`config.mk`:
```
export PLATFORM = sky130hd
export DESIGN_NAME = mem_arbiter
export DESIGN_NICKNAME = d
export VERILOG_FILES = /design/src/tcls_pkg.sv /design/src/mem_arbiter.sv
export SDC_FILE = /design/constraint.sdc
export NUM_CORES = 1
export LEC_CHECK = 0
export BUFFER_PORTS_ARGS = -buffer_cell sky130_fd_sc_hd__buf_4
export CAP_MARGIN = 20
export CORE_AREA = 2 2 122 124
export CTS_BUF_LIST = sky130_fd_sc_hd__clkbuf_8 sky130_fd_sc_hd__clkbuf_16
export DETAILED_ROUTE_END_ITERATION = 16
export DIE_AREA = 0 0 124 126
export PLACE_DENSITY_LB_ADDON = 0.2
export SKIP_LAST_GASP = 1
export SLEW_MARGIN = 30
export SYNTH_ARGS = -nofsm -noshare
export SYNTH_HDL_FRONTEND = slang
export SYNTH_SLANG_ARGS = --single-unit
export TNS_END_PERCENT = 20
```
`constraint.sdc`:
```
create_clock -name clk_i -period 1.4 [get_ports clk_i]
set_input_delay 0.07 -clock clk_i [delete_from_list [all_inputs] [get_ports clk_i]]
set_output_delay 0.07 -clock clk_i [all_outputs]
set_load 0.1 [all_outputs]
```
`src/tcls_pkg.sv`:
```
// Lockstep subsystem shared types
`default_nettype none

package tcls_pkg;

  // Redundancy and memory geometry
  localparam int unsigned NumCores    = 3;
  localparam int unsigned MemWords    = 256;
  localparam int unsigned MemAddrBits = 8;
  localparam int unsigned RegAddrBits = 3;

  // Register map
  localparam logic [RegAddrBits-1:0] REG_MODE      = 3'd0;
  localparam logic [RegAddrBits-1:0] REG_SP_STORE  = 3'd1;
  localparam logic [RegAddrBits-1:0] REG_MISMATCH0 = 3'd2;
  localparam logic [RegAddrBits-1:0] REG_MISMATCH1 = 3'd3;
  localparam logic [RegAddrBits-1:0] REG_MISMATCH2 = 3'd4;
  localparam logic [RegAddrBits-1:0] REG_STATUS    = 3'd5;

  // Control fields, voted every cycle
  typedef struct packed {
    logic       irq_ack;
    logic [4:0] irq_ack_id;
    logic       data_req;
  } main_payload_t;

  // Data bus fields, only meaningful while data_req is set
  typedef struct packed {
    logic [31:0] addr;
    logic        we;
    logic [31:0] wdata;
    logic [3:0]  be;
  } data_payload_t;

  typedef struct packed {
    logic        valid;
    logic        we;
    logic [31:0] addr;
    logic [31:0] wdata;
    logic [3:0]  be;
  } mem_req_t;

  typedef struct packed {
    logic        valid;
    logic [31:0] rdata;
  } mem_rsp_t;

  typedef struct packed {
    logic                   valid;
    logic                   write;
    logic [RegAddrBits-1:0] addr;
    logic [31:0]            wdata;
  } reg_req_t;

  typedef struct packed {
    logic        valid;
    logic [31:0] rdata;
  } reg_rsp_t;

  // Recovery controller state
  typedef enum logic [1:0] {
    RUN    = 2'd0,
    UNLOAD = 2'd1,
    RELOAD = 2'd2
  } red_mode_e;

endpackage

`default_nettype wire
```
`src/mem_arbiter.sv`:
```
// Core and host memory arbiter
`timescale 1ns/1ps
`default_nettype none

module mem_arbiter (
  input  logic               clk_i,
  input  logic               rst_ni,
  input  tcls_pkg::mem_req_t core_req_i,
  input  tcls_pkg::mem_req_t host_req_i,
  output tcls_pkg::mem_rsp_t core_rsp_o,
  output tcls_pkg::mem_rsp_t host_rsp_o,
  output tcls_pkg::mem_req_t mem_req_o,
  input  tcls_pkg::mem_rsp_t mem_rsp_i
);

  import tcls_pkg::*;

  mem_req_t slot_req_q;
  logic     slot_valid_q;
  logic     host_issue;
  logic     owner_host_q;

  // Core first, then the deferred host request, then a fresh one
  always_comb begin
    host_issue = 1'b0;
    if (core_req_i.valid) begin
      mem_req_o = core_req_i;
    end else if (slot_valid_q) begin
      mem_req_o  = slot_req_q;
      host_issue = 1'b1;
    end else begin
      mem_req_o  = host_req_i;
      host_issue = host_req_i.valid;
    end
  end

  always_ff @(posedge clk_i or negedge rst_ni) begin
    if (!rst_ni) begin
      slot_valid_q <= 1'b0;
      owner_host_q <= 1'b0;
    end else begin
      if (core_req_i.valid) begin
        slot_valid_q <= slot_valid_q | host_req_i.valid;
      end else begin
        slot_valid_q <= 1'b0;
      end
      owner_host_q <= host_issue;
    end
  end

  // Colliding host request waits one cycle
  always_ff @(posedge clk_i) begin
    if (core_req_i.valid && host_req_i.valid) begin
      slot_req_q <= host_req_i;
    end
  end

  assign core_rsp_o.valid = mem_rsp_i.valid & ~owner_host_q;
  assign core_rsp_o.rdata = mem_rsp_i.rdata;
  assign host_rsp_o.valid = mem_rsp_i.valid & owner_host_q;
  assign host_rsp_o.rdata = mem_rsp_i.rdata;

endmodule

`default_nettype wire

```
Word level (Yosys, flattened, before mapping)
Index checks and enable logic that the tools add are counted.

storage, ports and cells
  output and inout port bits = 136
  bits in registers = 72
  bits of input ports = 175
  word-level logic and storage cells = 17

operators by class
  reductions and logical operators = 1
  bitwise gates (word level) = 4
  multiplexer cells = 5

operators by type and width
  cell               count
  $mux 70            2
  $mux 1             3
  $and 1x1->1        2
  $logic_and 1x1->1  1
  $not 1->1          1
  $or 1x1->1         1

Logic depth before layout (Yosys ltp)
  depth after elaboration = 2
  gate-level depth with buffers = 4
  gate-level depth less buffers = 2

Worst setup path before layout
Ideal clock, no wire load.

  kind = input port to flip-flop
  start = in core_req_i[69] (netlist bit)
  end = reg slot_req_q[0] (netlist bit) (enable)
  buffers on the path = 2
  data required time = 0.965 ns
  setup time = 0.435 ns
  setup slack = -1.022 ns
  data arrival time = 1.987 ns
  stages = 3
  cells stage by stage = buf_6 > buf_6 > and2_1

on the way
  longest elaborated chain between the ends = 1

RTL lines
  item                  line               source
  start, declared       mem_arbiter.sv:8   input tcls_pkg::mem_req_t core_req_i,
  $logic_and 1x1->1     mem_arbiter.sv:53  if (core_req_i.valid && host_req_i.valid) begin
  end signal, assigned  mem_arbiter.sv:54  slot_req_q <= host_req_i;
  end, declared         mem_arbiter.sv:18  mem_req_t slot_req_q;

No other way between the ends.
A chain may end at the register's enable or synchronous reset.

==> results by group <==
Clocking
  • Total clock buffers created by CTS: 9
  • Postcts setup bufs: 0
  • Clock slew at reported path FFs: 0.06 ns
  • Number of buffers on the longest clock path: 2
  • Clock tree from TritonCTS: done
  • Number of clock sinks: 72
  • H-tree lvl count: 3
  • Clock Tree Root: clkbuf_16
  • Insertion delay of the later-clocked pin in the worst-skew pair: 0.33 ns

Setup path
  • Critical path arrival: 1.68 ns
  • Max stage delay cell, worst path: dfrtp_4
  • Startpoint kind of the worst setup timing path: flop
  • Critical Path RT: 1.33 ns
  • Setup CP Type: reg -> out
  • Critical path capture point type: output pin
  • Maximum cell stage delay along the critical path: 0.54 ns
  • CP max FO: 25
  • Worst-path cell chain: buf_12 > mux2i_1 > o21ai_1 > buf_4

Logic synthesis
  • Count of synthesis-stage warnings from yosys: 0
  • Netlist area before placement: 4260 um2
  • Number of distinct library cell variants in the gate-level netlist after synthesis: 15
  • Register bit count reported by yosys: 72
  • Share of the yosys chip area belonging to registers: 0.505
  • Net count of the mapped netlist: 549
  • Syn Area/Cell: 11.4 um2
  • Number of instances in the synthesized netlist: 374

Global routing
  • Pin count of the biggest net entering global routing: 75
  • Number of global-route vias before repair: 3627
  • Total global-route track usage: 0.145
  • Wire length of the first global-routing pass: 17400 um
  • Initial antenna violation count: 0
  • Aggregate global routing overflow: 0

Floorplan
  • Die area: 15600 um2
  • Die span in y: 126 um
  • Core Area: 14300 um2
  • I/O pin count: 311
  • Initial cell density of the core: 0.298
  • X dimension of the die: 124 um
  • FP Rows: 44

Layout
  • Layout net count: 768
  • Post-route cell area: 6720 um2
  • Number of fillers in the final layout: 1309
  • Most frequent cells in the layout: buf_4 (175), dlygate4sd3_1 (72), edfxtp_1 (70), nand2_1 (69), mux2i_1 (67)
  • Ant diodes: 0
  • Final core utilization: 0.470
  • Area added between synthesis and finish: 57.6%
  • Most common library cell in the layout ignoring fill and taps: buf_4
  • Sequential cell area in the final layout: 2160 um2
  • Final Non-Filler Cells: 782
  • Area taken by multi-input logic gates: 1400 um2
  • Share of cells above drive strength 1: 0.420

Routing
  • Detailed-routing iteration count for the pre-antenna-repair pass: 4
  • Post-detailed-route DRC marker count: 0
  • Met1 layer wirelength in the final routing: 4410 um
  • First-iteration detailed-routing DRC count: 82
  • Count of vias placed by the detailed router: 3511
  • Avg WL per Cell: 15.2 um
  • Topmost layer with routed signal wires: met4
  • Met3 wire len: 956 um
  • Final wirelength: 11900 um
  • Met2 Wirelength: 6330 um
  • Via density per instance: 4.49
  • ANT nets after route: 0

Outcome
  • Violated checks: negative setup slack
  • Run status: complete, but fails checks

Timing
  • Max-slew headroom: 0.799
  • Unrepaired setup endpoints after global routing: true
  • Tcrit/Tclk final: 1.25
  • Tightest Pin Transition: 0.302 ns
  • Final count of pins violating max slew: 0
  • Clock skew after layout: 0.000943 ns
  • Number of setup violations in the final report: 70
  • Setup TNS: -20.89 ns
  • PnR worst setup slack: -0.347 ns
  • FMAX: 572 MHz
  • Hold Vio Cnt, Final: 0
  • Final critical-path required period: 1.75 ns

Min path
  • Hold/Removal Path Class: in -> reg

Placement
  • Final GP Congestion: 0.710
  • Worst slack, placed: -0.00603 ns
  • PortBufs: 214
  • Dpl cells: 693
  • Area post-placement: 5520 um2
  • HPWL after detailed placement: 8430 um

Power
  • PD cells: 1140 nW/um2
  • Static Leak: 2.89 nW
  • Highest ir drop seen on vdd: 578 uV

Flow run
  • Max cap viols: 0
[power breakdown]
group / switching [mW] / internal (mW)
clock network: 0.837 / 1.35
logic: 1.93 / 0.936
registers: 0.0469 / 2.53
[sequential cells by signal (all words and copies together), names as in the netlist]
register	flops
owner_host_q	1
slot_req_q	70
slot_valid_q	1
[cell usage after synthesis]
| master | number | area share |
|---|---|---|
| nand2_1 | 69 | 0.061 |
| edfxtp_1 | 70 | 0.49 |
| buf_6 | 3 | 0.0079 |
| buf_12 | 7 | 0.033 |
| clkbuf_4 | 1 | 0.0018 |
| clkbuf_1 | 6 | 0.0053 |
| and2_1 | 2 | 0.0029 |
| buf_4 | 70 | 0.12 |
| o21ai_1 | 58 | 0.068 |
| o21ai_2 | 11 | 0.023 |
| nor2b_1 | 3 | 0.0044 |
| nor2_1 | 2 | 0.0018 |
| dfrtp_1 | 2 | 0.012 |
| o21bai_1 | 1 | 0.0018 |
| mux2i_1 | 69 | 0.16 |
[logic make-up after synthesis]
kind of cell	Yosys count	synth area share
DFF	72	0.505
AOI/OAI and AO/OA	70	0.0924
and+or+nand+nor	76	0.0698
muxes	69	0.162
buffers and inverters	87	0.171
[metal layers]
metal	vias up	track usage
met3	13	0.0371
met2	192	0.268
met4	0	0.0562
met5	-	0
li1	1694	-
met1	1612	0.155
[final timing paths]
path | startpoint | slack [ns] | cells past startpoint | endpoint
worst max-delay path | slot_valid_q | -0.35 | 4 | mem_req_o[67]
worst min-delay path | core_req_i[69] | 0.05 | 2 | slot_valid_q
worst max register to register | slot_valid_q | 0.40 | 3 | slot_valid_q
worst min register to register | slot_valid_q | 0.83 | 3 | owner_host_q
max in group asynchronous | rst_ni | 1.23 | 2 | slot_valid_q
min in group asynchronous | rst_ni | 0.07 | 2 | owner_host_q
[repair_timing]
| action | 4_1_cts | 5_1_grt |
|---|---|---|
| cloned | 0 | 1 |
| pin swaps | 0 | 1 |
| setup endpoints to repair | 70 | 70 |
| endpoints found under the hold margin | 73 | 0 |
| resized for setup | 26 | 19 |
| hold buffers | 72 | 0 |
[final cells by class]
cell class,count,area share
Clock buffer,9,0.0335
Clock inverter,7,0.00856
Multi-Input combinational cell,215,0.208
Sequential cell,72,0.321
Tap cell,184,0.0343
Timing Repair Buffer,295,0.395
[stage by stage]
step | hold WS [ns] | total power, mW
2_1_floorplan | -0.226 | 5.39
3_3_place_gp | -0.145 | 5.20
3_5_place_dp | -0.145 | 5.22
4_1_cts | 0.0306 | 7.68
5_1_grt | 0.0422 | 7.94
6_report | 0.0504 | 7.63
[worst max-delay path: cells and delay by family (launching register included)]
family | cells | cell delay (ns)
AO/OA/AOI/OAI | 1 | 0.15
buffers and inverters | 2 | 0.51
flip-flops | 1 | 0.54
multiplexers | 1 | 0.14
Note: power is estimated with default switching activity, not from simulation.
