===== src/tcls_pkg.sv =====
// Lockstep subsystem shared types
`default_nettype none

package tcls_pkg;

  // Redundancy and memory geometry
  localparam int unsigned NumCores    = 3;
  localparam int unsigned MemWords    = 256;
  localparam int unsigned MemAddrBits = 8;
  localparam int unsigned RegAddrBits = 3;

  // Register map
  localparam logic [RegAddrBits-1:0] REG_MODE      = 3'd0;
  localparam logic [RegAddrBits-1:0] REG_SP_STORE  = 3'd1;
  localparam logic [RegAddrBits-1:0] REG_MISMATCH0 = 3'd2;
  localparam logic [RegAddrBits-1:0] REG_MISMATCH1 = 3'd3;
  localparam logic [RegAddrBits-1:0] REG_MISMATCH2 = 3'd4;
  localparam logic [RegAddrBits-1:0] REG_STATUS    = 3'd5;

  // Control fields, voted every cycle
  typedef struct packed {
    logic       irq_ack;
    logic [4:0] irq_ack_id;
    logic       data_req;
  } main_payload_t;

  // Data bus fields, only meaningful while data_req is set
  typedef struct packed {
    logic [31:0] addr;
    logic        we;
    logic [31:0] wdata;
    logic [3:0]  be;
  } data_payload_t;

  typedef struct packed {
    logic        valid;
    logic        we;
    logic [31:0] addr;
    logic [31:0] wdata;
    logic [3:0]  be;
  } mem_req_t;

  typedef struct packed {
    logic        valid;
    logic [31:0] rdata;
  } mem_rsp_t;

  typedef struct packed {
    logic                   valid;
    logic                   write;
    logic [RegAddrBits-1:0] addr;
    logic [31:0]            wdata;
  } reg_req_t;

  typedef struct packed {
    logic        valid;
    logic [31:0] rdata;
  } reg_rsp_t;

  // Recovery controller state
  typedef enum logic [1:0] {
    RUN    = 2'd0,
    UNLOAD = 2'd1,
    RELOAD = 2'd2
  } red_mode_e;

endpackage

`default_nettype wire

===== src/tcls_regs.sv =====
// Lockstep control registers
`timescale 1ns/1ps
`default_nettype none

module tcls_regs (
  input  logic               clk_i,
  input  logic               rst_ni,
  input  tcls_pkg::reg_req_t reg_req_i,
  output tcls_pkg::reg_rsp_t reg_rsp_o,
  output logic               restore_mode_o,
  output logic [31:0]        sp_store_o,
  input  logic [2:0]         mismatch_inc_i,
  input  tcls_pkg::red_mode_e mode_i
);

  import tcls_pkg::*;

  logic                    restore_mode_q;
  logic [31:0]             sp_store_q;
  logic [NumCores-1:0][31:0] mismatch_q;
  logic [31:0]             rdata;
  logic                    rsp_valid_q;
  logic [31:0]             rsp_rdata_q;

  // Read decode, unmapped addresses return zero
  always_comb begin
    rdata = '0;
    case (reg_req_i.addr)
      REG_MODE:      rdata = {31'd0, restore_mode_q};
      REG_SP_STORE:  rdata = sp_store_q;
      REG_MISMATCH0: rdata = mismatch_q[0];
      REG_MISMATCH1: rdata = mismatch_q[1];
      REG_MISMATCH2: rdata = mismatch_q[2];
      REG_STATUS:    rdata = {30'd0, mode_i};
      default:       rdata = '0;
    endcase
  end

  // Writable registers, read-only addresses ignore writes
  always_ff @(posedge clk_i or negedge rst_ni) begin
    if (!rst_ni) begin
      restore_mode_q <= 1'b0;
      sp_store_q     <= '0;
    end else if (reg_req_i.valid && reg_req_i.write) begin
      if (reg_req_i.addr == REG_MODE) begin
        restore_mode_q <= reg_req_i.wdata[0];
      end
      if (reg_req_i.addr == REG_SP_STORE) begin
        sp_store_q <= reg_req_i.wdata;
      end
    end
  end

  // Per-core mismatch counters, wrap on overflow
  always_ff @(posedge clk_i or negedge rst_ni) begin
    if (!rst_ni) begin
      mismatch_q <= '0;
    end else begin
      for (int i = 0; i < NumCores; i++) begin
        if (mismatch_inc_i[i]) begin
          mismatch_q[i] <= mismatch_q[i] + 32'd1;
        end
      end
    end
  end

  // Response one cycle after the request
  always_ff @(posedge clk_i or negedge rst_ni) begin
    if (!rst_ni) begin
      rsp_valid_q <= 1'b0;
    end else begin
      rsp_valid_q <= reg_req_i.valid;
    end
  end

  always_ff @(posedge clk_i) begin
    if (reg_req_i.valid) begin
      rsp_rdata_q <= reg_req_i.write ? 32'd0 : rdata;
    end
  end

  assign reg_rsp_o.valid = rsp_valid_q;
  assign reg_rsp_o.rdata = rsp_rdata_q;
  assign restore_mode_o  = restore_mode_q;
  assign sp_store_o      = sp_store_q;

endmodule

`default_nettype wire


===== config.mk =====
export PLATFORM = sky130hd
export DESIGN_NAME = tcls_regs
export DESIGN_NICKNAME = d
export VERILOG_FILES = /design/src/tcls_pkg.sv /design/src/tcls_regs.sv
export SDC_FILE = /design/constraint.sdc
export NUM_CORES = 1
export LEC_CHECK = 0
export BUFFER_PORTS_ARGS = -buffer_cell sky130_fd_sc_hd__buf_2
export CORE_ASPECT_RATIO = 0.7
export CORE_MARGIN = 2
export CORE_UTILIZATION = 35
export CTS_BUF_LIST = sky130_fd_sc_hd__clkbuf_4 sky130_fd_sc_hd__clkbuf_8
export DETAILED_ROUTE_END_ITERATION = 8
export PLACE_DENSITY = 0.61
export SETUP_SLACK_MARGIN = 0.5
export SKIP_LAST_GASP = 1
export SYNTH_ARGS = -nofsm -noshare
export SYNTH_HDL_FRONTEND = slang
export SYNTH_SLANG_ARGS = --single-unit

===== constraint.sdc =====
create_clock -name clk_i -period 2.85 [get_ports clk_i]
set_input_delay 0.57 -clock clk_i [delete_from_list [all_inputs] [get_ports clk_i]]
set_output_delay 0.57 -clock clk_i [all_outputs]
set_load 0.01 [all_outputs]

-- Yosys cells after proc, flatten, opt, wreduce, memory -nomap -nowiden
Cells that the tools add are included.
- output and inout port bits: 66
- logic and storage cells: 20
- register bits after elaboration: 162
- input bits: 44
- equal/unequal tests: 5
- multiplexer cells: 1
- add/subtract/negate cells: 3
- reductions and logical operators: 4
- operators by type and width (cell ; number):
    $pmux W32 S6 ; 1
    $add A32 B1 Y32 const B ; 3
    $eq A3 B2 Y1 const B ; 2
    $eq A3 B3 Y1 const B ; 2
    $reduce_and A2 Y1 ; 2
    $eq A3 B1 Y1 const B ; 1
    $logic_not A3 Y1 ; 1
    $logic_and A1 B1 Y1 ; 1

-- Logic depth before layout (Yosys ltp)
Gate-level depths: netlist of the first run.
- depth in word-level cells: 2
- depth in mapped cells: 6
- gate-level depth less buffers: 5

-- Worst setup path before layout of the first run
Ideal clock, no wire load.
- path type: input -> register
- from: input reg_req_i[33] (netlist name)
- to: register sp_store_q[10] (netlist: sp_store_o[10])
- slack: 950 ps
- data arrival time: 1776 ps
- required time: 2725 ps
- setup time: 125 ps
- stages: 6
- path buffers: 3
- cell sequence: buf_2 > nor3b_2 > and3_1 > buf_2 > buf_6 > mux2_2
- cells in the longest elaborated chain, start to end: 2
- ends and longest elaborated chain (what ; line ; RTL):
    from (decl) ; tcls_regs.sv:8 ; input tcls_pkg::reg_req_t reg_req_i,
    $eq A3 B1 Y1 ; tcls_regs.sv:48 ; if (reg_req_i.addr == REG_SP_STORE) begin
    $reduce_and A2 Y1 (no source line) ; -- ;
    to (signal assigned) ; tcls_regs.sv:49 ; sp_store_q <= reg_req_i.wdata;
    to (decl) ; tcls_regs.sv:19 ; logic [31:0] sp_store_q;
Every way passes these cells.
A chain may end at the register's enable or synchronous reset.

-- Worst setup path after layout of the first run
- from: register mismatch_q[8] (netlist name)
- to: register mismatch_q[25] (netlist name)
- cells in the longest elaborated chain, start to end: 1
- ends and longest elaborated chain (what ; line ; RTL):
    from (decl) ; tcls_regs.sv:20 ; logic [NumCores-1:0][31:0] mismatch_q;
    from (signal, indexed assignment) ; tcls_regs.sv:61 ; mismatch_q[i] <= mismatch_q[i] + 32'd1;
    $add A32 B1 Y32 ; tcls_regs.sv:61 ;
Every way passes these cells.

==> results of run 1 <==
Yosys cell counts:
library cell | n | area, sq um
a21o_1 | 2 | 15.0
a21oi_1 | 32 | 160
a22oi_1 | 63 | 473
a31oi_1 | 1 | 6.26
and2_1 | 3 | 18.8
and3_1 | 11 | 68.8
and3_2 | 2 | 15.0
and3b_1 | 1 | 8.76
and4_1 | 8 | 70.1
buf_1 | 1 | 3.75
buf_2 | 3 | 15.0
buf_4 | 1 | 7.51
buf_6 | 5 | 56.3
clkbuf_1 | 18 | 67.6
dfrtp_1 | 130 | 3250
edfxtp_1 | 32 | 961
ha_1 | 3 | 37.5
inv_1 | 6 | 22.5
mux2_1 | 12 | 135
mux2_2 | 24 | 270
mux2i_1 | 1 | 10.0
nand2_1 | 37 | 139
nand3_1 | 30 | 150
nand3_4 | 1 | 17.5
nand4_1 | 30 | 188
nand4_2 | 3 | 37.5
nand4_4 | 1 | 21.3
nor2_1 | 20 | 75.1
nor3_1 | 7 | 35.0
nor3_2 | 2 | 20.0
nor3_4 | 2 | 32.5
nor3b_1 | 2 | 15.0
nor3b_2 | 1 | 12.5
nor4_1 | 4 | 25.0
nor4_2 | 6 | 75.1
nor4_4 | 4 | 85.1
or3_1 | 1 | 6.26
xnor2_1 | 62 | 543
xor2_1 | 31 | 272
power groups by stage:
stage	clock network [mW]	logic (mW)	registers, mW
after floorplan	0	0.381	2.99
after global placement	0	0.732	3.01
after detailed placement	0	0.748	3.01
after CTS	1.75	0.747	2.97
after global routing	1.86	0.821	3.01
final	1.70	0.736	2.97
state kept, by name, summed over array words and instances, names as in the netlist:
signal          count
sp_store_o         32
mismatch_q         96
restore_mode_o      1
rsp_valid_q         1
rsp_rdata_q        32
how the worst max path moves through the flow:
stage | startpoint | slack (ns) | to | cells after the start
after floorplan | reg_req_i[33] | 0.95 | sp_store_o[10] | 6
after global placement | reg_req_i[34] | 0.80 | rsp_rdata_q[18] | 6
after detailed placement | reg_req_i[34] | 0.79 | rsp_rdata_q[7] | 6
after CTS | mismatch_q[64] | 0.97 | mismatch_q[78] | 5
after global routing | mismatch_q[64] | 0.81 | mismatch_q[78] | 5
final | mismatch_q[8] | 0.98 | mismatch_q[25] | 4
cell families (layout without fill, tap and decap cells):
family / after synthesis / count (layout) / synth area share
buffers and inverters: 34 / 162 / 0.0233
multiplexers: 37 / 37 / 0.0559
AND/OR/NAND/NOR: 176 / 176 / 0.150
adder cells (fa/ha/maj): 3 / 3 / 0.00506
AO/OA/AOI/OAI: 98 / 98 / 0.0881
XOR/XNOR: 93 / 93 / 0.110
flip-flops: 162 / 162 / 0.568
worst max-delay path: cells and delay by family, from the launching register on:
| kind | cells | cell delay, ns |
|---|---|---|
| flops | 1 | 0.49 |
| xor+xnor | 1 | 0.18 |
| simple gates | 3 | 1.13 |
final cells by class:
cell class                      instances  area share
Sequential cell                       162       0.484
Multi-Input combinational cell        407       0.350
Timing Repair Buffer                  124      0.0777
Tap cell                              276      0.0396
Clock buffer                           17      0.0269
Clock inverter                         15      0.0193
Inverter                                6     0.00259
routing by layer:
layer	GRT usage	up-vias	wire, um
met5	0	-	0
met4	0.0424	0	215
met3	0.0444	20	964
met2	0.227	110	7580
met1	0.262	2561	9070
li1	-	2464	-
==> impl_metrics.json, run 1 <==
{
  "status": "finished clean",
  "placed_cells": 975,
  "path_cells": "and4_1, nand4_2, nor4_2, xor2_1",
  "pwr-share-clk": 0.315,
  "switching_share": 0.306,
  "multi_input_area_sq_um": 3050,
  "fin_cells": 1007,
  "setup-violations-final": 0,
  "gp_congestion": 0.810,
  "detail-route-antenna-nets": 0,
  "fmax_ghz": 0.534,
  "worstHoldPathType": "in -> async",
  "r2r_cells": 4,
  "syn-instance-count": 603,
  "postPlaceCellArea_sq_um": 8310,
  "yosys_warnings": 0,
  "synth_cell_types": 39,
  "final_core_util": 0.420,
  "yosysSeqAreaShare": 0.568,
  "clk_pin_slew_ns": 0.10,
  "top_level_ports": 110,
  "syn_area_sq_um": 7420,
  "rows": 44,
  "intPower_mw": 3.75,
  "ff_latch_area_sq_um": 4210,
  "synth_seq_cells": 162,
  "slew_headroom": 0.616,
  "max_cap_viol_count": 0,
  "gr-usage-all-layers": 0.168,
  "r2r_slack_ns": 0.98,
  "hpwl_mm": 13.0,
  "share_seq_of_total_power": 0.549,
  "synth_nets": 650,
  "first_pass_iters": 5,
  "port_buffers": 109,
  "cts-hold-fix-buffers": 0,
  "avgSynthCellArea_sq_um": 12.3,
  "routed-via-count": 5155,
  "final_cell_mix": "dfrtp_1, buf_2, a22oi_1, xnor2_1, nand2_1",
  "numCtsBuffers": 17,
  "peakVddDrop_mv": 0.273,
  "dp_slack_ns": 0.794,
  "cts_setup_buffers": 0,
  "finalMaxSlewViolations": 0,
  "nets": 765,
  "holdWs_ns": 0.0428,
  "route.detailed.drc": 0,
  "grt_max_degree": 57,
  "overflow": 0,
  "n_fill_cell": 1974,
  "diodes": 0,
  "wire_per_inst_um": 17.7,
  "clock_skew_ns": 0.0181,
  "rr_startpoint": "mismatch_q[8]",
  "finalPower_mw": 5.40,
  "clock_path_buffers": 2,
  "post_cts_resized": 0,
  "p_sw_mw": 1.65,
  "timing.rr.end": "mismatch_q[25]",
  "critPathCaptureType": "register",
  "combPwrFrac": 0.136,
  "period_needed_ns": 1.87,
  "vias_per_cell": 5.12,
  "grt_pass1_wl_mm": 28.6,
  "hold_viol": 0,
  "chipHeight_um": 126,
  "power_leakage_nw": 3.80,
  "setup_tns_ns": 0,
  "drt_wl_total_mm": 17.8,
  "grt_pass1_vias": 5002,
  "die_w_um": 178,
  "cts_root_buffer": "clkbuf_8",
  "cp_max_fo": 11,
  "critPathArrivalTime_ns": 2.27,
  "rsz0062_at_grt": "no",
  "synthToLayoutAreaGrowth_pct": 17.3,
  "p_per_area_nw_per_um2": 620,
  "final_common_cell": "dfrtp_1",
  "crit_type": "reg -> reg",
  "drt-initial-drc-count": 405,
  "core_sq_um": 20800,
  "cts.sinks": 162,
  "startpoint_type": "register",
  "start_util": 0.358,
  "cts_tree": "done",
  "slowest_delay_ns": 0.49,
  "required_ns": 3.24,
  "htreeDepth": 4,
  "drive_gt1_frac": 0.278,
  "insertion_delay_ns": 0.47,
  "slowest_stage": "dfrtp_1",
  "fin_ws_ns": 0.978,
  "die_area_sq_um": 22400,
  "final_cell_area_sq_um": 8710,
  "worst_pin_slew_ns": 0.571,
  "grt_antenna_before_repair": 0,
  "fin_crit_sh": 0.657
}
No activity file was read; power rests on OpenSTA's default activity.
==> inputs of run 2 (changes only) <==
Settings changed: ABC_AREA set to 1.
Clock period 2.85 ns to 1.9 ns, I/O delays scaled along.
==> run 2 against run 1 <==
Effect of this change:
- synthesized cell count up 67%
- synthesized area up 12%
- sequential power up 52%
- count of clock-buffer cells in the layout up 1
- flip-flop and latch count unchanged
- core utilization up 4.1 points
- largest power group unchanged
==> impl_metrics.json, run 2 <==
{
  "die_w_um": 188,
  "yosysTopAreaCell": "dfrtp_1",
  "rows": 47,
  "finalMaxSlewViolations": 0,
  "yosys_warnings": 0,
  "synth.most_common_cell": "nand2_1",
  "synth.top_cell.area_share": 0.392,
  "final_core_util": 0.461,
  "start_util": 0.354,
  "synth_top_cells_by_count": "nand2_1, inv_1, nor2_1",
  "port_buffers": 109,
  "rsz0062_at_grt": "yes",
  "top_level_ports": 110,
  "synth_nets": 1056,
  "p_sw_mw": 3.37,
  "combPwrFrac": 0.275,
  "path_buf_inv": 1,
  "fmax_ghz": 0.659,
  "first_pass_iters": 5,
  "syn_area_sq_um": 8310,
  "grt_pass1_vias": 6878,
  "period_needed_ns": 1.52,
  "gp_congestion": 0.864,
  "nets": 1249,
  "async_reset_ff_frac": 0.802,
  "clock_skew_ns": 0.0170,
  "wire_per_inst_um": 15.7,
  "final_cell_area_sq_um": 10800,
  "final_cell_mix": "nand2_1, inv_1, dfrtp_1, nor2_1, buf_2",
  "cts.sinks": 162,
  "die_area_sq_um": 25000,
  "path_cells": "buf_6",
  "dp_slack_ns": 0.139,
  "grt_antenna_before_repair": 1,
  "cts_root_buffer": "clkbuf_8",
  "core_sq_um": 23500,
  "synth_seq_cells": 162,
  "largest_register_ffs": 96,
  "chipHeight_um": 133,
  "share_seq_of_total_power": 0.460,
  "fin_cells": 1533,
  "clock_path_buffers": 2,
  "grt_pass1_wl_mm": 37.6,
  "status": "finished clean",
  "startpoint_type": "register",
  "slowest_stage": "edfxtp_1",
  "diodes": 0,
  "fin_ws_ns": 0.381,
  "insertion_delay_ns": 0.48,
  "fin_crit_sh": 0.799,
  "detail-route-antenna-nets": 0,
  "gr-usage-all-layers": 0.195,
  "cts_tree": "done",
  "worst_pin_slew_ns": 0.572,
  "overflow": 0,
  "vias_per_cell": 4.88,
  "synth_cell_types": 30,
  "synthToLayoutAreaGrowth_pct": 30.1,
  "holdWs_ns": 0.131,
  "route.detailed.drc": 0,
  "yosysSeqAreaShare": 0.507,
  "critical_path.top_delay_family": "flip-flops",
  "regMostFlops": "mismatch_q",
  "slowest_delay_ns": 0.49,
  "peakVddDrop_mv": 0.472,
  "synth_edf_count": 32,
  "critPathArrivalTime_ns": 1.14,
  "synthTopCellsByArea": "dfrtp_1, edfxtp_1, nand2_1",
  "final_common_cell": "nand2_1",
  "worstHoldPathType": "in -> reg",
  "drt_wl_total_mm": 24.1,
  "placed_cells": 1427,
  "critPathCaptureType": "output port",
  "p_per_area_nw_per_um2": 910,
  "clk_pin_slew_ns": 0.10,
  "hpwl_mm": 17.1,
  "max_cap_viol_count": 0,
  "intPower_mw": 6.47,
  "hold_viol": 0,
  "drt-initial-drc-count": 642,
  "setup-violations-final": 0,
  "grt_max_degree": 46,
  "pwr-share-clk": 0.265,
  "postPlaceCellArea_sq_um": 9330,
  "setup_tns_ns": 0,
  "htreeDepth": 4,
  "numCtsBuffers": 17,
  "required_ns": 1.52,
  "crit_type": "reg -> out",
  "switching_share": 0.342,
  "power_leakage_nw": 5.18,
  "cp_max_fo": 1,
  "routed-via-count": 7479,
  "ys.flop_type": "dfrtp_1",
  "avgSynthCellArea_sq_um": 8.23,
  "drive_gt1_frac": 0.289,
  "finalPower_mw": 9.84,
  "syn-instance-count": 1009,
  "slew_headroom": 0.615
}
run 2: changes by cell type in the layout (fill, tap and decap cells not counted), sizes merged, moves of 27 or more:
| cell | previous run | this run |
|---|---|---|
| xor2 | 31 | 64 |
| nor2 | 20 | 155 |
| mux2 | 36 | 9 |
| inv | 15 | 169 |
| nand2 | 37 | 208 |
| nand3 | 31 | 61 |
| o22ai | 0 | 40 |
| xnor2 | 62 | 0 |
| a22oi | 63 | 0 |
| buf | 124 | 196 |
run 2: worst paths after layout:
path / to / start / slack, ns / depth (start not counted)
max: reg_rsp_o[8] / rsp_rdata_q[8] / 0.38 / 1
min: sp_store_o[10] / reg_req_i[10] / 0.13 / 2
max reg2reg: mismatch_q[22] / mismatch_q[1] / 0.42 / 7
min reg2reg: mismatch_q[95] / mismatch_q[95] / 0.48 / 2
max in group asynchronous: mismatch_q[64] / rst_ni / 0.87 / 3
min in group asynchronous: mismatch_q[85] / rst_ni / 0.42 / 2
run 2: logic make-up (layout without fill, tap and decap cells):
kind of cell             Yosys count  count (layout)  synth area share
AND/OR/NAND/NOR                  488             490             0.253
buffers and inverters            192             396            0.0925
flip-flops                       162             162             0.507
AO/OA/AOI/OAI                     91              91            0.0619
XOR/XNOR                          64              64            0.0675
multiplexers                       9               9            0.0131
adder cells (fa/ha/maj)            3               3           0.00452
run 2: area by class of cell:
type                    instances  area, sq um
multi-input cells             657         3810
clock buffers                  18          241
well taps                     318          398
inverters                     167          628
repair buffers                197         1350
clock inverters                14          155
flip-flops and latches        162         4230
fillers                      2287        12700
run 2: timing repair:
action / CTS / global route
endpoints found under the hold margin: 41 / 0
setup endpoints to repair: 117 / 127
setup buffers: 44 / 26
gates resized for setup: 80 / 66
gates cloned: 3 / 0
pin swaps: 25 / 34
hold buffers: 1 / 0
run 2: per-layer routing:
| metal | track usage | wire [um] | up-vias |
|---|---|---|---|
| met3 | 0.0427 | 1880 | 22 |
| li1 | - | - | 3613 |
| met4 | 0.0402 | 249 | 2 |
| met2 | 0.274 | 10000 | 287 |
| met5 | 0 | 9 | - |
| met1 | 0.303 | 12000 | 3555 |
run 2: power by group through the flow:
stage / Combinational (mW) / Clock, mW / Sequential [mW]
after floorplan: 1.01 / 0 / 4.57
after global placement: 1.71 / 0 / 4.58
final: 2.71 / 2.61 / 4.52
after detailed placement: 1.74 / 0 / 4.59
after CTS: 2.43 / 2.67 / 4.48
after global routing: 2.99 / 2.82 / 4.58
