`src/tcls_pkg.sv`:
```
// Lockstep subsystem shared types
`default_nettype none

package tcls_pkg;

  // Redundancy and memory geometry
  localparam int unsigned NumCores    = 3;
  localparam int unsigned MemWords    = 256;
  localparam int unsigned MemAddrBits = 8;
  localparam int unsigned RegAddrBits = 3;

  // Register map
  localparam logic [RegAddrBits-1:0] REG_MODE      = 3'd0;
  localparam logic [RegAddrBits-1:0] REG_SP_STORE  = 3'd1;
  localparam logic [RegAddrBits-1:0] REG_MISMATCH0 = 3'd2;
  localparam logic [RegAddrBits-1:0] REG_MISMATCH1 = 3'd3;
  localparam logic [RegAddrBits-1:0] REG_MISMATCH2 = 3'd4;
  localparam logic [RegAddrBits-1:0] REG_STATUS    = 3'd5;

  // Control fields, voted every cycle
  typedef struct packed {
    logic       irq_ack;
    logic [4:0] irq_ack_id;
    logic       data_req;
  } main_payload_t;

  // Data bus fields, only meaningful while data_req is set
  typedef struct packed {
    logic [31:0] addr;
    logic        we;
    logic [31:0] wdata;
    logic [3:0]  be;
  } data_payload_t;

  typedef struct packed {
    logic        valid;
    logic        we;
    logic [31:0] addr;
    logic [31:0] wdata;
    logic [3:0]  be;
  } mem_req_t;

  typedef struct packed {
    logic        valid;
    logic [31:0] rdata;
  } mem_rsp_t;

  typedef struct packed {
    logic                   valid;
    logic                   write;
    logic [RegAddrBits-1:0] addr;
    logic [31:0]            wdata;
  } reg_req_t;

  typedef struct packed {
    logic        valid;
    logic [31:0] rdata;
  } reg_rsp_t;

  // Recovery controller state
  typedef enum logic [1:0] {
    RUN    = 2'd0,
    UNLOAD = 2'd1,
    RELOAD = 2'd2
  } red_mode_e;

endpackage

`default_nettype wire
```
`src/tcls_unit.sv`:
```
// Triple-core lockstep unit
`timescale 1ns/1ps
`default_nettype none

module tcls_unit (
  input  logic                                                 clk_i,
  input  logic                                                 rst_ni,
  input  logic                                                 fetch_en_i,
  input  tcls_pkg::main_payload_t [tcls_pkg::NumCores-1:0]     core_main_i,
  input  tcls_pkg::data_payload_t [tcls_pkg::NumCores-1:0]     core_data_i,
  output tcls_pkg::mem_rsp_t                                   core_rsp_o,
  output tcls_pkg::mem_req_t                                   mem_req_o,
  input  tcls_pkg::mem_rsp_t                                   mem_rsp_i,
  output logic                                                 intc_irq_ack_o,
  output logic [4:0]                                           intc_irq_ack_id_o,
  output logic                                                 single_mismatch_o,
  output logic                                                 triple_mismatch_o,
  output logic [2:0]                                           mismatch_inc_o,
  input  logic                                                 restore_mode_i,
  input  logic [31:0]                                          sp_store_i,
  output tcls_pkg::red_mode_e                                  mode_o
);

  import tcls_pkg::*;

  main_payload_t main_voted;
  data_payload_t data_voted;
  logic          main_err, data_err;
  logic [2:0]    main_cba, data_cba;
  logic          tmr_err;
  logic [2:0]    tmr_cba;
  red_mode_e     mode_d, mode_q;

  // Control fields are voted every cycle
  tmr_voter #(
    .payload_t ( main_payload_t )
  ) i_main_voter (
    .a_i         ( core_main_i[0] ),
    .b_i         ( core_main_i[1] ),
    .c_i         ( core_main_i[2] ),
    .majority_o  ( main_voted     ),
    .error_o     ( main_err       ),
    .error_cba_o ( main_cba       )
  );

  // Data fields only count while a data request is issued
  tmr_voter #(
    .payload_t ( data_payload_t )
  ) i_data_voter (
    .a_i         ( core_data_i[0] ),
    .b_i         ( core_data_i[1] ),
    .c_i         ( core_data_i[2] ),
    .majority_o  ( data_voted     ),
    .error_o     ( data_err       ),
    .error_cba_o ( data_cba       )
  );

  always_comb begin
    tmr_err = main_err;
    tmr_cba = main_cba;
    if (main_voted.data_req) begin
      tmr_err = main_err | data_err;
      tmr_cba = main_cba | data_cba;
    end
  end

  assign single_mismatch_o = |tmr_cba;
  assign triple_mismatch_o = tmr_err;

  // Counters only see disagreements while running
  assign mismatch_inc_o = (mode_q == RUN) ? tmr_cba : 3'b000;

  // Recovery controller
  always_comb begin
    mode_d = mode_q;
    case (mode_q)
      RUN: begin
        if (|tmr_cba && !restore_mode_i) begin
          mode_d = UNLOAD;
        end
      end
      UNLOAD: begin
        // Software has saved its context
        if (sp_store_i != '0) begin
          mode_d = RELOAD;
        end
      end
      RELOAD: begin
        if (sp_store_i == '0) begin
          mode_d = RUN;
        end
      end
      default: mode_d = RUN;
    endcase
    // Cores not started, stay in RUN
    if (!fetch_en_i) begin
      mode_d = RUN;
    end
  end

  always_ff @(posedge clk_i or negedge rst_ni) begin
    if (!rst_ni) begin
      mode_q <= RUN;
    end else begin
      mode_q <= mode_d;
    end
  end

  assign mode_o = mode_q;

  // Interrupt acknowledge is held back while unloading
  always_comb begin
    intc_irq_ack_o    = main_voted.irq_ack;
    intc_irq_ack_id_o = main_voted.irq_ack_id;
    if (mode_q == UNLOAD) begin
      intc_irq_ack_o    = 1'b0;
      intc_irq_ack_id_o = 5'd0;
    end
  end

  // Voted data request toward memory
  always_comb begin
    mem_req_o.valid = main_voted.data_req;
    mem_req_o.we    = data_voted.we;
    mem_req_o.addr  = data_voted.addr;
    mem_req_o.wdata = data_voted.wdata;
    mem_req_o.be    = data_voted.be;
  end

  // Same response for all three cores
  assign core_rsp_o = mem_rsp_i;

endmodule

`default_nettype wire

```
`src/tmr_voter.sv`:
```
// Bitwise majority voter
`timescale 1ns/1ps
`default_nettype none

module tmr_voter #(
  parameter type payload_t = logic
) (
  input  payload_t   a_i,
  input  payload_t   b_i,
  input  payload_t   c_i,
  output payload_t   majority_o,
  output logic       error_o,
  output logic [2:0] error_cba_o
);

  localparam int unsigned Width = $bits(payload_t);

  logic [Width-1:0] a, b, c;
  logic [Width-1:0] vote;

  assign a = a_i;
  assign b = b_i;
  assign c = c_i;

  // Two out of three per bit
  assign vote       = (a & b) | (a & c) | (b & c);
  assign majority_o = payload_t'(vote);

  // A core is flagged when it alone differs from the other two on some bit
  assign error_cba_o[0] = |((a ^ b) & (a ^ c));
  assign error_cba_o[1] = |((b ^ a) & (b ^ c));
  assign error_cba_o[2] = |((c ^ a) & (c ^ b));

  // Any bit that is not unanimous
  assign error_o = |((a ^ b) | (a ^ c));

endmodule

`default_nettype wire

```
`config.mk`:
```
export PLATFORM = sky130hd
export DESIGN_NAME = tcls_unit
export DESIGN_NICKNAME = d
export VERILOG_FILES = /design/src/tcls_pkg.sv /design/src/tcls_unit.sv /design/src/tmr_voter.sv
export SDC_FILE = /design/constraint.sdc
export NUM_CORES = 1
export LEC_CHECK = 0
export ABC_CLOCK_PERIOD_IN_PS = 6300
export BUFFER_PORTS_ARGS = -buffer_cell sky130_fd_sc_hd__buf_4
export CAP_MARGIN = 30
export CORE_AREA = 4 4 160 162
export CTS_BUF_LIST = sky130_fd_sc_hd__clkbuf_4
export DETAILED_ROUTE_END_ITERATION = 10
export DIE_AREA = 0 0 164 166
export PLACE_DENSITY = 0.54
export RECOVER_POWER = 50
export SLEW_MARGIN = 20
export SYNTH_ARGS = -nofsm -noshare
export SYNTH_HDL_FRONTEND = slang
export SYNTH_SLANG_ARGS = --single-unit
export TNS_END_PERCENT = 20
```
`constraint.sdc`:
```
create_clock -name clk_i -period 6.3 [get_ports clk_i]
set_clock_uncertainty 0.2 [all_clocks]
set_input_delay 1.26 -clock clk_i [delete_from_list [all_inputs] [get_ports clk_i]]
set_output_delay 1.26 -clock clk_i [all_outputs]
set_load 0.05 [all_outputs]
```
# Word level (Yosys, flattened, before mapping)
# Index checks and enable logic that the tools add are counted.
dict set report classes {
  n_eq_ne 5
  mux 10
  n_bitwise 26
  reduce_logical 15
}
# operator n
set ops {}
lappend ops {{$and A69 B69 Y69} 6}
lappend ops {{$reduce_or A69 Y1} 4}
lappend ops {{$or A69 B69 Y69} 3}
lappend ops {{$xor A69 B69 Y69} 3}
lappend ops {{$and A7 B7 Y7} 6}
lappend ops {{$logic_not A32 Y1} 1}
lappend ops {{$reduce_bool A32 Y1} 1}
lappend ops {{$reduce_or A7 Y1} 4}
lappend ops {{$or A7 B7 Y7} 3}
lappend ops {{$xor A7 B7 Y7} 3}
lappend ops {{$mux W2} 4}
lappend ops {{$mux W3} 2}
lappend ops {{$ne A3 B3 Y1 const B} 2}
lappend ops {{$pmux W2 S3} 1}
lappend ops {{$mux W5} 1}
lappend ops {{$ne A3 B2 Y1 const B} 1}
lappend ops {{$or A3 B3 Y3} 1}
lappend ops {{$reduce_and A3 Y1} 1}
lappend ops {{$reduce_or A3 Y1} 1}
lappend ops {{$eq A2 B1 Y1 const B} 1}
lappend ops {{$eq A2 B2 Y1 const B} 1}
lappend ops {{$logic_not A2 Y1} 1}
lappend ops {{$mux W1} 2}
lappend ops {{$logic_and A1 B1 Y1} 1}
lappend ops {{2 further kinds} 2}
dict set report word_totals {
  ff_bits 2
  inputBits 297
  out_inout_bits 116
  elab_cells 57
}

# Longest topological paths before layout
# Gate-level depths: netlist of run 1.
dict set report depth {
  word_depth 10
  depth_mapped 8
  ltp_nobuf 8
}

# Hierarchy
# Synthesis of run 1 repeated with hierarchy kept, for this count alone.
dict set report unflattened {
  cells_unflattened 565
  area_unflattened_um2 5305.1
}
# mod n_inst cells_per_inst area_each_um2 seq_area_each_um2
set modules_own_cells {}
lappend modules_own_cells {{tmr_voter at i_data_voter} 1 452 4374.2 0.0}
lappend modules_own_cells {tcls_unit 1 68 505.5 50.0}
lappend modules_own_cells {{tmr_voter at i_main_voter} 1 45 425.4 0.0}

# Worst setup path before layout of run 1
# No wires, ideal clock.
dict set report synth_path {
  path_type {input -> output}
  from {input core_data_i[0] in the netlist's numbering}
  to {output single_mismatch_o}
  arrival_ps 3334
  required_time_ps 4840
  slack_ps 1506
  cell_stages 8
  path_buffers 0
  path_cell_list {ha_1 a22o_1 a221oi_1 nand4_1 or4_1 o31ai_1 and4_1 nand2_1}
}
dict set report synth_via {
  elab_chain_cells 6
  word_cells_on_any_way 11
  cone_classes {mux (1); bitwise (6); reduce/logical (4)}
}
# element line_no
set synth_rtl {}
lappend synth_rtl {{start, declared} tcls_unit.sv:10} ;# input tcls_pkg::data_payload_t [tcls_pkg::NumCores-1:0] core_data_i,
lappend synth_rtl {{$xor A69 B69 Y69 (on tied branches)} {tmr_voter.sv:30, tmr_voter.sv:31, tmr_voter.sv:32}}
lappend synth_rtl {{$and A69 B69 Y69 (on tied branches)} {tmr_voter.sv:30, tmr_voter.sv:31, tmr_voter.sv:32}}
lappend synth_rtl {{$reduce_or A69 Y1 (on tied branches)} {tmr_voter.sv:30, tmr_voter.sv:31, tmr_voter.sv:32}}
lappend synth_rtl {{$or A3 B3 Y3 *} tcls_unit.sv:63} ;# tmr_cba = main_cba | data_cba;
lappend synth_rtl {{$mux W3 *} tcls_unit.sv:61} ;# if (main_voted.data_req) begin
lappend synth_rtl {{$reduce_or A3 Y1 *} tcls_unit.sv:67} ;# assign single_mismatch_o = |tmr_cba;
lappend synth_rtl {{end, declared} tcls_unit.sv:16} ;# output logic single_mismatch_o,
# Every way passes the cells marked *; elsewhere a longest branch is shown, timed or not.

# Final worst setup path of run 1
dict set report layout_path {
  from {input core_data_i[3] in the netlist's numbering}
  to {output single_mismatch_o}
}
# The elaborated chain is that of the path after synthesis.

==> impl_metrics.yaml, run 1 <==
worst_setup_path:
  cp_slowest_cell: "or4_1"
  arrival_ns: 4.24
  worstSetupPathType: "in2out"
  cp.buffers_inverters: 2
  reg2reg_from: "mode_o[1]$_DFFE_PN0P_"
  cpMostUsedCell: "buf_4"
  path_cells: "buf_4, ha_1, a22o_1, a221oi_1, nand4_1, or4_1, o31ai_1, and4_1, nand2_1, buf_4"
  crit_fanout: 3
  critPathTopFamily: "compound AO/OA/AOI/OAI gates"
  max_stage_delay_ns: 0.55
  worst-path-stages: 10
  reg2reg_depth: 3
  timing.rr.end: "mode_o[0]$_DFFE_PN0P_"
  startpoint: "core_data_i[3]"
  endpoint_kind: "primary output"
  cp_data_required_time_ns: 4.84
  critPathLaunchType: "input port"
  ff2ff_setup_slack_ns: 4.61
  endpoint: "single_mismatch_o"
global_route:
  grt_pass1_wl_mm: 46.09
  grt-ovfl-total: 0
  antenna_found_initial: 0
  first_global_vias: 7086
  track_usage_pct: 22.95
  grt_start_max_net_pins: 9
floorplan:
  fp.dieW_um: 164
  die_h_um: 166
  pin_count: 413
  dieArea_mm2: 0.02722
  core-area_mm2: 0.02411
  rows: 57
  initial_utilization_pct: 21.85
synthesis:
  synth_top_cell_area_share_pct: 54.17
  yosysUniqueCellTypes: 27
  synthTopCellsByArea: "ha_1 54%, or3_1 8.3%, a22o_1 6.0%"
  syn_area_per_cell_um2: 9.337
  yosysTopAreaCell: "ha_1"
  synthCells: 564
  syn_nets: 1089
  synth_area_mm2: 0.005266
  ys_seq_elements: 2
  synth-seq-area-share_pct: 0.9503
  ys_warn_count: 0
timing:
  fmax_mhz: 175.3
  worst_pin_slew_ns: 0.6543
  fin_ws_ns: 0.5952
  slew_viol_final: 0
  hold_viol: 0
  rsz0062_at_grt: "no"
  fin_setup_tns_ns: 0
  relSlewSlack_pct: 56.57
  fin_crit_ns: 5.705
  finalSetupViolCount: 0
  finalCritPeriodShare_pct: 90.55
drt:
  route.antenna.remaining_nets: 0
  first_iter_violations: 419
  vias: 6789
  viasPerCell: 5.648
  totalWireLength_mm: 33.41
  route.detailed.drc: 0
  wl_per_cell_um: 27.79
  drtPass1Iterations: 5
clock_tree:
  clkTransAtPathRegs_ns: 0.03
  cts_tree: "yes"
  cts_setup_buffers: 0
  h-tree-depth: 1
  cts_resized: 0
  hold_buffers: 0
  cts_sinks: 2
  ctsLongestPathBuffers: 2
  clk_latency_ns: 0.23
  cts_buffers: 3
  cts-root-buf: "clkbuf_4"
cells_and_area:
  n_antenna_cell: 0
  area_delta_synth_final_pct: 50.68
  drive_gt1_share_pct: 37.36
  fillCellCount: 2648
  ff_latch_area_um2: 50.05
  largest_register_ffs: 2
  nNetsFinal: 1405
  multi_input_area_mm2: 0.004957
hold_path:
  hold_path_class: "reg2reg"
  worstHoldPathCells: 2
power_and_ir_drop:
  ir_worst_vdd_mv: 0.04854
  power_mw: 1.015
  power_density_mw_per_mm2: 127.9
  leakagePower_nw: 4.025
placed_design:
  dp_slack_ns: 0.6675
  port_buffers: 346
  gp_congestion: 1.014
  hpwlAfterDp_mm: 31.12
job:
  max-cap-violations: 0
outcome:
  status: "finished, final reports clean"
[stage by stage]
step           utilization [%]  hold WS [ns]  cell area, µm²  std cells
2_1_floorplan                -        0.7197            5266        564
3_3_place_gp             33.23        0.5565            8010       1199
3_5_place_dp             33.23        0.5367            8010       1199
4_1_cts                  33.32        0.5411            8033       1202
5_1_grt                  32.92        0.5988            7935       1202
6_report                 32.92        0.5564            7935       1202
[routing by layer]
layer  wire length (µm)  track usage [%]  up-vias
met1              12420            25.39     3219
met2              16710            43.11      431
met4               1369            7.513        0
li1                   -                -     3047
met3               2907            4.741       92
met5                  0                0        -
[how the worst min path moves through the flow]
stage / slack, ns / startpoint / endpoint
finish: 0.56 / mode_o[1]$_DFFE_PN0P_ / mode_o[0]$_DFFE_PN0P_
global route: 0.60 / rst_ni / mode_o[0]$_DFFE_PN0P_
CTS: 0.54 / mode_o[0]$_DFFE_PN0P_ / mode_o[0]$_DFFE_PN0P_
detailed placement: 0.54 / mode_o[0]$_DFFE_PN0P_ / mode_o[0]$_DFFE_PN0P_
global placement: 0.56 / mode_o[0]$_DFFE_PN0P_ / mode_o[0]$_DFFE_PN0P_
floorplan: 0.72 / mode_o[0]$_DFFE_PN0P_ / mode_o[1]$_DFFE_PN0P_
[cells in the mapped netlist (all sizes together)]
library cell  instances
or3                  70
o21a                  1
nor3                  9
nor4                 42
o31ai                 2
a222oi                6
clkbuf                1
nor2b                 2
and3                  2
nand3                10
nand2                 3
a21oi                 1
dfrtp                 2
nand4                21
a211oi                2
nor2                  9
and4                  1
or4                   9
a221oi               36
a22o                 36
o21ai                 3
or4b                  1
ha                  228
a22oi                33
buf                  34
[worst register-to-register path, delay by kind of cell, from the launching register on]
| family | cells | cell delay [ns] |
|---|---|---|
| and+or+nand+nor | 1 | 0.72 |
| AOI/OAI and AO/OA | 2 | 0.25 |
| DFF | 1 | 0.45 |
[cells by family after synthesis]
| kind of cell | synth area share, % |
|---|---|
| buffers and inverters | 4.918 |
| adders and majority gates | 54.17 |
| DFF | 0.9504 |
| AOI/OAI and AO/OA | 19.39 |
| and+or+nand+nor | 20.57 |
[power by group]
group	switching, mW	internal, mW	leakage, nW
Sequential	0.00416	0.0148	0.0261
Combinational	0.596	0.370	3.99
Clock	0.00882	0.0211	0.0138
Total	0.609	0.406	4.03
[cell type report]
cell class	instances	area share, %
clock buffers	3	0.2838
multi-input cells	527	62.47
flip-flops and latches	2	0.6307
well taps	324	5.109
repair buffers	346	31.50
[cells in the final DEF (no fill, tap or decap), drive strengths merged, types with 6 or more instances in the layout]
cell type	count
nand3	10
buf	320
nor3	9
clkbuf	29
nor4	42
a22oi	33
or3	70
a222oi	6
nor2	9
nand4	21
or4	9
ha	228
a221oi	36
a22o	36
Note: power is estimated with default switching activity, not from simulation.
==> run 2, diff against run 1 <==
--- a/constraint.sdc
+++ b/constraint.sdc
@@ -4,2 +4,2 @@
 set_output_delay 1.26 -clock clk_i [all_outputs]
-set_load 0.05 [all_outputs]
+set_load 0.02 [all_outputs]
==> impl_metrics.yaml, run 2 (same netlist as run 1, synthesis figures left out) <==
outcome:
  status: "finished, final reports clean"
placed_design:
  place_area_mm2: 0.008010
  hpwlAfterDp_mm: 31.07
  port_buffers: 346
  gp_congestion: 1.009
clock_tree:
  h-tree-depth: 1
  cts_buffers: 3
  clk_latency_ns: 0.23
  ctsLongestPathBuffers: 2
  cts_resized: 0
  cts_sinks: 2
  cts-root-buf: "clkbuf_4"
  clkTransAtPathRegs_ns: 0.03
  cts_tree: "yes"
  cts_setup_buffers: 0
  hold_buffers: 0
worst_setup_path:
  worstSetupPathType: "in2out"
  arrival_ns: 4.16
  endpoint_kind: "primary output"
  crit_fanout: 3
  critPathLaunchType: "input port"
  cp_data_required_time_ns: 4.84
timing:
  fin_crit_ns: 5.622
  fin_setup_tns_ns: 0
  fmax_mhz: 177.9
  finalCritPeriodShare_pct: 89.23
  worst_pin_slew_ns: 0.6637
  slew_viol_final: 0
  relSlewSlack_pct: 55.66
  finalSetupViolCount: 0
  rsz0062_at_grt: "no"
  hold_viol: 0
floorplan:
  die_h_um: 166
  fp.dieW_um: 164
  core-area_mm2: 0.02411
  initial_utilization_pct: 21.85
  pin_count: 413
  rows: 57
  dieArea_mm2: 0.02722
global_route:
  grt_pass1_wl_mm: 46.13
  antenna_found_initial: 1
  grt_start_max_net_pins: 9
  first_global_vias: 7112
  track_usage_pct: 22.83
  grt-ovfl-total: 0
cells_and_area:
  largest_register_ffs: 2
  final_common_cell: "buf_4"
  nNetsFinal: 1405
  area_delta_synth_final_pct: 50.80
  utilization_pct: 32.94
  fin_area_mm2: 0.007941
  drive_gt1_share_pct: 37.47
  layout_common_cells: "320 x buf_4, 228 x ha_1, 70 x or3_1, 42 x nor4_1, 36 x a22o_1"
drt:
  vias: 6683
  route.antenna.remaining_nets: 0
  drtPass1Iterations: 6
  totalWireLength_mm: 33.33
  wl_per_cell_um: 27.70
  viasPerCell: 5.555
  first_iter_violations: 403
  route.detailed.drc: 0
job:
  max-cap-violations: 0
power_and_ir_drop:
  ir_worst_vdd_mv: 0.04747
  leakagePower_nw: 4.028
  power_density_mw_per_mm2: 112.2
hold_path:
  hold_path_class: "reg2reg"
## run 2: path summary, 6_finish.rpt
| check | start | end | slack (ns) | depth (start not counted) |
|---|---|---|---|---|
| hold reg to reg | mode_o[1]$_DFFE_PN0P_ | mode_o[0]$_DFFE_PN0P_ | 0.56 | 2 |
| setup / recovery | core_data_i[3] | single_mismatch_o | 0.68 | 10 |
| min in group asynchronous | rst_ni | mode_o[0]$_DFFE_PN0P_ | 0.60 | 1 |
| setup reg to reg | mode_o[1]$_DFFE_PN0P_ | mode_o[0]$_DFFE_PN0P_ | 4.61 | 3 |
| max in group asynchronous | rst_ni | mode_o[1]$_DFFE_PN0P_ | 5.18 | 1 |
| hold / removal | mode_o[1]$_DFFE_PN0P_ | mode_o[0]$_DFFE_PN0P_ | 0.56 | 2 |
## run 2: layout make-up
cell class	count	area [µm²]
Sequential cell	2	50.05
Clock buffer	3	22.52
Tap cell	324	405.4
Multi-Input combinational cell	527	4957
Timing Repair Buffer	346	2504
Fill cell	2598	16160
Antenna cell	1	2.502
## run 2: critical path, cell delays in order
cell and delay (ns):
buf_4 0.12, ha_1 0.40, a22o_1 0.32, a221oi_1 0.41, nand4_1 0.13, or4_1 0.54, o31ai_1 0.43, and4_1 0.28
nand2_1 0.09, buf_4 0.18
## run 2: per-stage QoR
stage	power [mW]	hold WS, ns	worst slack [ns]	instances
after floorplan	0.4294	0.5684	1.657	564
after global routing	0.9460	0.5895	0.6556	1203
after detailed placement	0.8651	0.5423	0.7063	1199
final	0.8908	0.5583	0.6783	1203
after CTS	0.8992	0.5467	0.7011	1202
after global placement	0.8679	0.5495	0.7453	1199
## run 2: power by group
| part | internal [mW] | switching (mW) |
|---|---|---|
| clock | 0.0212 | 0.00898 |
| sequential | 0.0148 | 0.00412 |
| combinational | 0.368 | 0.473 |
## run 2: routing by layer
| layer | wire, µm | up-vias | global-route usage (%) |
|---|---|---|---|
| met4 | 1121 | 0 | 6.492 |
| met5 | 0 | - | 0 |
| met2 | 16870 | 383 | 43.57 |
| met3 | 2954 | 69 | 5.386 |
| li1 | - | 3048 | - |
| met1 | 12380 | 3183 | 24.68 |
